`src/common/aluPkg.sv`:
```
package aluPkg;

    // Operand and result width
    localparam int dataWidth = 16;

    localparam int ctlWidth = 6;

    // Bit positions inside the control word
    localparam int ctlEx = 5;
    localparam int ctlNx = 4;
    localparam int ctlEy = 3;
    localparam int ctlNy = 2;
    localparam int ctlF  = 1;
    localparam int ctlNo = 0;

    // ex/ey pass the operand, nx/ny invert it,
    // f picks add over AND, no inverts the output
    typedef logic [ctlWidth-1:0] aluCtlT;

    // Carry is zero for AND, lessThan is the result sign bit
    typedef struct packed {
        logic carry;
        logic zero;
        logic lessThan;
    } flagsT;

endpackage

```
`src/common/isaPkg.sv`:
```
package isaPkg;

    import aluPkg::*;

    localparam int regCount = 8;
    localparam int regIndexWidth = $clog2(regCount);

    typedef logic [regIndexWidth-1:0] regIndexT;

    // One register-to-register instruction
    typedef struct packed {
        aluCtlT                 ctl;
        logic                   useCarry;
        // Immediate replaces source Y
        logic                   useImm;
        regIndexT               dest;
        regIndexT               srcX;
        regIndexT               srcY;
        logic [dataWidth-1:0]   imm;
    } instrT;

    // What leaves the unit for each instruction
    typedef struct packed {
        logic [dataWidth-1:0]   value;
        flagsT                  flags;
        regIndexT               dest;
    } resultT;

endpackage

```
`src/alu/alu.sv`:
```
`timescale 1ns/1ps

module alu (
    input  logic [aluPkg::dataWidth-1:0] x,
    input  logic [aluPkg::dataWidth-1:0] y,
    input  aluPkg::aluCtlT               ctl,
    input  logic                         carryIn,
    output logic [aluPkg::dataWidth-1:0] value,
    output aluPkg::flagsT                flags
);

    import aluPkg::*;

    logic [dataWidth-1:0] xZeroed;
    logic [dataWidth-1:0] yZeroed;
    logic [dataWidth-1:0] xOperand;
    logic [dataWidth-1:0] yOperand;
    logic [dataWidth:0]   sum;
    logic [dataWidth-1:0] andResult;
    logic [dataWidth-1:0] coreResult;
    logic                 coreCarry;

    // Operand conditioning
    always_comb begin
        xZeroed  = ctl[ctlEx] ? x : '0;
        yZeroed  = ctl[ctlEy] ? y : '0;
        xOperand = ctl[ctlNx] ? ~xZeroed : xZeroed;
        yOperand = ctl[ctlNy] ? ~yZeroed : yZeroed;
    end

    // Extra top bit catches the carry out
    assign sum = {1'b0, xOperand} + {1'b0, yOperand} + {{dataWidth{1'b0}}, carryIn};

    assign andResult = xOperand & yOperand;

    always_comb begin
        if (ctl[ctlF]) begin
            coreResult = sum[dataWidth-1:0];
            coreCarry  = sum[dataWidth];
        end else begin
            coreResult = andResult;
            coreCarry  = 1'b0;
        end
    end

    // Carry is taken before the output inversion
    assign value = ctl[ctlNo] ? ~coreResult : coreResult;

    always_comb begin
        flags.carry    = coreCarry;
        flags.zero     = (value == '0);
        flags.lessThan = value[dataWidth-1];
    end

endmodule

```
`src/verilog/registerFile.sv`:
```
`timescale 1ns/1ps

module registerFile (
    input  logic                         clk,
    input  logic                         rstN,
    input  isaPkg::regIndexT             readIndexX,
    input  isaPkg::regIndexT             readIndexY,
    output logic [aluPkg::dataWidth-1:0] readDataX,
    output logic [aluPkg::dataWidth-1:0] readDataY,
    input  logic                         writeEnable,
    input  isaPkg::regIndexT             writeIndex,
    input  logic [aluPkg::dataWidth-1:0] writeData
);

    import aluPkg::*;
    import isaPkg::*;

    logic [dataWidth-1:0] regs [regCount];

    // Registers start at zero so the first reads are defined
    always_ff @(posedge clk or negedge rstN) begin
        if (!rstN) begin
            for (int i = 0; i < regCount; i++) begin
                regs[i] <= '0;
            end
        end else if (writeEnable) begin
            regs[writeIndex] <= writeData;
        end
    end

    // Reads see the value before this edge's write
    assign readDataX = regs[readIndexX];
    assign readDataY = regs[readIndexY];

endmodule

```
`src/verilog/handshakeStage.sv`:
```
`timescale 1ns/1ps

module handshakeStage #(
    parameter type payloadT = logic
) (
    input  logic    clk,
    input  logic    rstN,
    input  logic    inValid,
    input  payloadT inData,
    output logic    inReady,
    output logic    outValid,
    output payloadT outData,
    input  logic    outReady
);

    logic accept;

    // Empty, or the held entry leaves this cycle
    assign inReady = !outValid || outReady;
    assign accept  = inValid && inReady;

    always_ff @(posedge clk or negedge rstN) begin
        if (!rstN) begin
            outValid <= 1'b0;
        end else if (inReady) begin
            outValid <= inValid;
        end
    end

    // Payload only moves on a transfer and holds under back-pressure
    always_ff @(posedge clk) begin
        if (accept) begin
            outData <= inData;
        end
    end

endmodule

```
`src/verilog/executeControl.sv`:
```
`timescale 1ns/1ps

module executeControl (
    input  logic                         clk,
    input  logic                         rstN,

    input  logic                         instrValid,
    input  isaPkg::instrT                instr,
    output logic                         instrReady,

    output isaPkg::regIndexT             regIndexX,
    output isaPkg::regIndexT             regIndexY,
    input  logic [aluPkg::dataWidth-1:0] regDataX,
    input  logic [aluPkg::dataWidth-1:0] regDataY,

    output logic [aluPkg::dataWidth-1:0] aluX,
    output logic [aluPkg::dataWidth-1:0] aluY,
    output aluPkg::aluCtlT               aluCtl,
    output logic                         aluCarryIn,
    input  logic [aluPkg::dataWidth-1:0] aluValue,
    input  aluPkg::flagsT                aluFlags,

    output logic                         regWriteEnable,
    output isaPkg::regIndexT             regWriteIndex,
    output logic [aluPkg::dataWidth-1:0] regWriteData,

    output logic                         resultValid,
    output isaPkg::resultT               result,
    input  logic                         resultReady
);

    import aluPkg::*;
    import isaPkg::*;

    flagsT flagReg;
    logic  fire;

    // Execute only when the output stage can take the result
    assign fire = instrValid && resultReady;

    // The input stage drains exactly when we execute
    assign instrReady = resultReady;

    // Register read
    assign regIndexX = instr.srcX;
    assign regIndexY = instr.srcY;

    // Operand select
    assign aluX = regDataX;
    assign aluY = instr.useImm ? instr.imm : regDataY;

    assign aluCtl = instr.ctl;

    // Stored carry chains multi-word adds
    assign aluCarryIn = instr.useCarry && flagReg.carry;

    // Writeback happens at the same edge the result is taken
    assign regWriteEnable = fire;
    assign regWriteIndex  = instr.dest;
    assign regWriteData   = aluValue;

    assign resultValid = instrValid;

    always_comb begin
        result.value = aluValue;
        result.flags = aluFlags;
        result.dest  = instr.dest;
    end

    always_ff @(posedge clk or negedge rstN) begin
        if (!rstN) begin
            flagReg <= '0;
        end else if (fire) begin
            flagReg <= aluFlags;
        end
    end

endmodule

```
`src/verilog/executeUnit.sv`:
```
`timescale 1ns/1ps

module executeUnit (
    input  logic                         clk,
    input  logic                         rstN,

    input  logic                         instrValid,
    output logic                         instrReady,
    input  aluPkg::aluCtlT               ctl,
    input  logic                         useCarry,
    input  logic                         useImm,
    input  isaPkg::regIndexT             dest,
    input  isaPkg::regIndexT             srcX,
    input  isaPkg::regIndexT             srcY,
    input  logic [aluPkg::dataWidth-1:0] imm,

    output logic                         resultValid,
    input  logic                         resultReady,
    output logic [aluPkg::dataWidth-1:0] resultValue,
    output logic                         resultCarry,
    output logic                         resultZero,
    output logic                         resultLessThan,
    output isaPkg::regIndexT             resultDest
);

    import aluPkg::*;
    import isaPkg::*;

    instrT                instrIn;
    logic                 stagedValid;
    instrT                stagedInstr;
    logic                 stagedReady;

    regIndexT             regIndexX;
    regIndexT             regIndexY;
    logic [dataWidth-1:0] regDataX;
    logic [dataWidth-1:0] regDataY;
    logic                 regWriteEnable;
    regIndexT             regWriteIndex;
    logic [dataWidth-1:0] regWriteData;

    logic [dataWidth-1:0] aluX;
    logic [dataWidth-1:0] aluY;
    aluCtlT               aluCtl;
    logic                 aluCarryIn;
    logic [dataWidth-1:0] aluValue;
    flagsT                aluFlags;

    logic                 execValid;
    resultT               execResult;
    logic                 outStageReady;
    resultT               outResult;

    // Pack the loose instruction fields
    assign instrIn = '{ctl: ctl, useCarry: useCarry, useImm: useImm, dest: dest,
                       srcX: srcX, srcY: srcY, imm: imm};

    handshakeStage #(.payloadT(instrT)) inStage (
        .clk(clk), .rstN(rstN),
        .inValid(instrValid), .inData(instrIn), .inReady(instrReady),
        .outValid(stagedValid), .outData(stagedInstr), .outReady(stagedReady)
    );

    executeControl control (
        .clk(clk), .rstN(rstN),
        .instrValid(stagedValid), .instr(stagedInstr), .instrReady(stagedReady),
        .regIndexX(regIndexX), .regIndexY(regIndexY),
        .regDataX(regDataX), .regDataY(regDataY),
        .aluX(aluX), .aluY(aluY), .aluCtl(aluCtl), .aluCarryIn(aluCarryIn),
        .aluValue(aluValue), .aluFlags(aluFlags),
        .regWriteEnable(regWriteEnable), .regWriteIndex(regWriteIndex),
        .regWriteData(regWriteData),
        .resultValid(execValid), .result(execResult), .resultReady(outStageReady)
    );

    registerFile regFile (
        .clk(clk), .rstN(rstN),
        .readIndexX(regIndexX), .readIndexY(regIndexY),
        .readDataX(regDataX), .readDataY(regDataY),
        .writeEnable(regWriteEnable), .writeIndex(regWriteIndex),
        .writeData(regWriteData)
    );

    alu aluCore (
        .x(aluX), .y(aluY), .ctl(aluCtl), .carryIn(aluCarryIn),
        .value(aluValue), .flags(aluFlags)
    );

    handshakeStage #(.payloadT(resultT)) outStage (
        .clk(clk), .rstN(rstN),
        .inValid(execValid), .inData(execResult), .inReady(outStageReady),
        .outValid(resultValid), .outData(outResult), .outReady(resultReady)
    );

    // Unpack the result onto loose ports
    assign resultValue    = outResult.value;
    assign resultCarry    = outResult.flags.carry;
    assign resultZero     = outResult.flags.zero;
    assign resultLessThan = outResult.flags.lessThan;
    assign resultDest     = outResult.dest;

endmodule

```
`config.mk`:
```
export PLATFORM = sky130hd
export DESIGN_NAME = executeUnit
export DESIGN_NICKNAME = d
export VERILOG_FILES = /design/src/common/aluPkg.sv /design/src/common/isaPkg.sv /design/src/alu/alu.sv /design/src/verilog/registerFile.sv /design/src/verilog/handshakeStage.sv /design/src/verilog/executeControl.sv /design/src/verilog/executeUnit.sv
export SDC_FILE = /design/constraint.sdc
export NUM_CORES = 1
export LEC_CHECK = 0
export ABC_AREA = 1
export BUFFER_PORTS_ARGS = -buffer_cell sky130_fd_sc_hd__buf_2
export CAP_MARGIN = 5
export CORE_MARGIN = 3
export CORE_UTILIZATION = 30
export DETAILED_ROUTE_END_ITERATION = 8
export PLACE_DENSITY = 0.44
export SYNTH_ARGS = -nofsm -noshare
export SYNTH_HDL_FRONTEND = slang
export SYNTH_HIERARCHICAL = 1
export SYNTH_SLANG_ARGS = --single-unit
export TNS_END_PERCENT = 100
```
`constraint.sdc`:
```
create_clock -name clk -period 4.35 [get_ports clk]
set_input_delay 0 -clock clk [delete_from_list [all_inputs] [get_ports clk]]
set_output_delay 0 -clock clk [all_outputs]
set_load 0.02 [all_outputs]
```
==> run metrics <==
status complete, no violations; Net Sw Frac 40.15%; Area Overhead vs Synth 10.56%; Worst slew margin between 20% and 30%; most frequent cells after synthesis nand2_1, inv_1, nand3_1; Root Buffer clkbuf_16; initial drt markers 805; Post-synth EDFFs 55; GRT Util Overall around 18%; Post-Synthesis Cells about 1.8k; min-delay worst type in2async; Comb pwr share 36.2%; Top FF cell, synth dfrtp_1; CP Max Fanout 29; Period minus WS final 3933 ps; final hold violation count 0; synth unique cells 30; DP Wirelength 26360 um; CP top delay family simple AND/OR/NAND/NOR gates; Tcrit/Tclk final about nine tenths; vias roughly 11k; Peak VDD IR ~0.29 mV; static leakage 7.182 nW; final setup vio count 0; GRT overflow 0; kind of critical path reg2reg; FILL cells 4410; initial antenna violation count 0; share of cells above drive strength 1 a little under a tenth; actual slew at the worst max-slew pin between 1000 and 1500 ps; crit start category flip-flop; WP buf/inv 5; Seq/Total Area, Yosys between 40% and 50%; Max-cap violations 0; Top Ports 61; NetSw 2.606 mW; f_max ~250 MHz; Slowest-stage cell, CP edfxtp_1; Initial Util 30.52%; vias per cell 4.628; number of nets with antenna violations after routing 0; Clock transition at path regs 80 ps; Final Cell Area between 10000 and 15000 um2; Worst Setup End Kind flip-flop; worst path arrival time 4270 ps; Avg Synthesized Cell Area around 6.8 um2; Critical Path, Cell by Cell buf_4 -> buf_4 -> nand2_1 -> nand3_1 -> nand2_1 -> nand2_1 -> nand2_1 -> nand2_1 -> xor2_1 -> inv_1 -> ha_1 -> inv_1 -> nor3_2 -> and2_0 -> nand2_1 -> nand3_1 -> nand3_2 -> nand2_1 -> nand2_1 -> nand2_4 -> inv_1 -> o21ai_0; Routed WL around 39000 um; Max Slew Vio Count 0; synthesized cell area 12210 um2; sequential share of power roughly two fifths; Placed Area roughly 13000 um2; nets 1834; ANT cells 0; global placement routability congestion roughly 0.85; CTS Buf Count 17; Synth area leaders dfrtp_1, nand2_1, edfxtp_1; # rows between 70 and 80; Std-Cell Core Area around 40000 um2; largest net degree at the start of global routing 84; instance count on the critical path 22; Die X 207.8 um; unrepaired setup endpoints after global routing false; count leader, synth nand2_1; first-pass GRT wire length 62320 um; clock latency on the worst-skew pair ~440 ps; vias in the first global route around 11k; internal power a little under 4 mW; First-pass DRT Iterations 5; TritonCTS clock tree built; clock share of power between 20% and 30%; WL/cell approximately 17 um; number of synthesized register bits approximately 190; FFs w/ async S/R, synth a little over two thirds; Die Ht a little over 200 um; Post-Route Skew roughly 12 ps; CTS HTree Levels 4; FF-to-FF path depth 22; Top cell by count, worst path nand2_1; Crit path largest cell delay about 540 ps; Final Util 33.75%; Die ar. 43160 um2; Synth area leader dfrtp_1; Max clock buf depth 2; Ys Warns 6; PD cells 480.7 nW/um2; share of the synthesized area in the top cell type 26.84%; DRC 0; Worst Path Required between 4000 and 5000 ps; Syn Nets between 1.5k and 2k; PortBufs 60; clk sinks 186; Total Neg Setup Slack 0 ps
-- flip-flops by register name, indices dropped and copies added (netlist names) --
name and cells:
inStage/outValid 1, regFile/regs 128, outStage/outData 22, inStage/outData 33, control/flagReg 1, outStage/outValid 1
-- cells by family after synthesis --
group,after synthesis,share of synthesized area (%)
buf+inv,428,16.28
flops,186,40.37
xor+xnor,34,2.439
simple gates,961,32.18
fa+ha+maj,18,1.967
compound gates,160,6.762
-- stage by stage --
stage                     worst slack (ps)  total power, mW  cells  hold WS [ps]
final                                417.0            6.490   2317         147.0
after global routing                 64.55            7.044   2317         233.6
after CTS                            347.1            6.542   2315         186.7
after detailed placement             386.4            4.879   2247         106.9
after global placement               363.5            4.862   2247         109.6
after floorplan                      731.4            4.344   1787        -295.6
-- worst register-to-register path: cells and delay by family (launching register included) --
kind | cells | cell delay (ps)
adder cells (fa/ha/maj) | 1 | 470
AND/OR/NAND/NOR | 14 | 1580
AO/OA/AOI/OAI | 1 | 180
XOR/XNOR | 1 | 160
flip-flops | 1 | 540
buffers and inverters | 5 | 900
-- cell usage in the layout (no fill, tap or decap), types with 2 or more instances in the layout --
cell | Yosys | layout
buf_4 | 75 | 32
ha_1 | 16 | 16
nand2_1 | 738 | 737
xor2_1 | 34 | 34
nor2_1 | 19 | 19
o21ai_2 | 5 | 5
buf_12 | 0 | 3
inv_8 | 0 | 4
inv_2 | 5 | 4
clkinv_4 | 0 | 4
nor2_2 | 2 | 2
buf_6 | 5 | 3
fa_1 | 2 | 2
clkbuf_16 | 0 | 17
a21oi_1 | 10 | 8
o21ai_0 | 143 | 143
nand2_2 | 12 | 12
inv_6 | 0 | 2
a21oi_2 | 1 | 2
inv_1 | 263 | 263
dlygate4sd3_1 | 0 | 36
dfrtp_1 | 131 | 131
buf_2 | 46 | 59
edfxtp_1 | 55 | 55
nand3_1 | 175 | 174
nand4_1 | 5 | 5
nand3_2 | 5 | 6
-- worst paths after layout --
kind | startpoint | end | slack [ps]
worst min register to register | control/flagReg[2] | control/flagReg[2] | 480
worst max-delay path | inStage/outData[19] | regFile/regs[31] | 420
min in group clk | imm[1] | inStage/outData[1] | 260
max in group asynchronous | rstN | regFile/regs[11] | 3040
worst max register to register | inStage/outData[19] | regFile/regs[31] | 420
worst min-delay path | rstN | outStage/outValid | 150
-- repair_timing --
| action | 4_1_cts | 5_1_grt |
|---|---|---|
| hold buffers | 36 | 0 |
| gates resized for setup | 0 | 4 |
| buffers inserted | 0 | 2 |
| endpoints found under the setup margin | 0 | 5 |
| hold endpoints to repair | 120 | 0 |
-- power groups by stage --
stage                     combinational [mW]  sequential (mW)  clock (mW)
after floorplan                         1.82             2.52           0
after global placement                  2.32             2.55           0
after detailed placement                2.33             2.55           0
after CTS                               2.36             2.52        1.66
after global routing                    2.73             2.58        1.73
final                                   2.35             2.52        1.62
-- final cells by class --
class	count	area, um2	area share [%]
Inverter	268	1008	7.469
Sequential cell	186	4930	36.51
Clock inverter	14	156.4	1.158
Tap cell	525	656.9	4.865
Multi-Input combinational cell	1173	5321	39.41
Clock buffer	18	439.2	3.253
Timing Repair Buffer	133	989.7	7.330
-- per-layer routing --
layer / GRT usage, % / vias up / wire, um
met5: 0 / - / 0
li1: - / 5383 / -
met1: 26.69 / 5039 / 18970
met2: 28.59 / 263 / 17320
met3: 2.282 / 38 / 1565
met4: 4.976 / 0 / 843
Note: power is estimated with default switching activity, not from simulation.
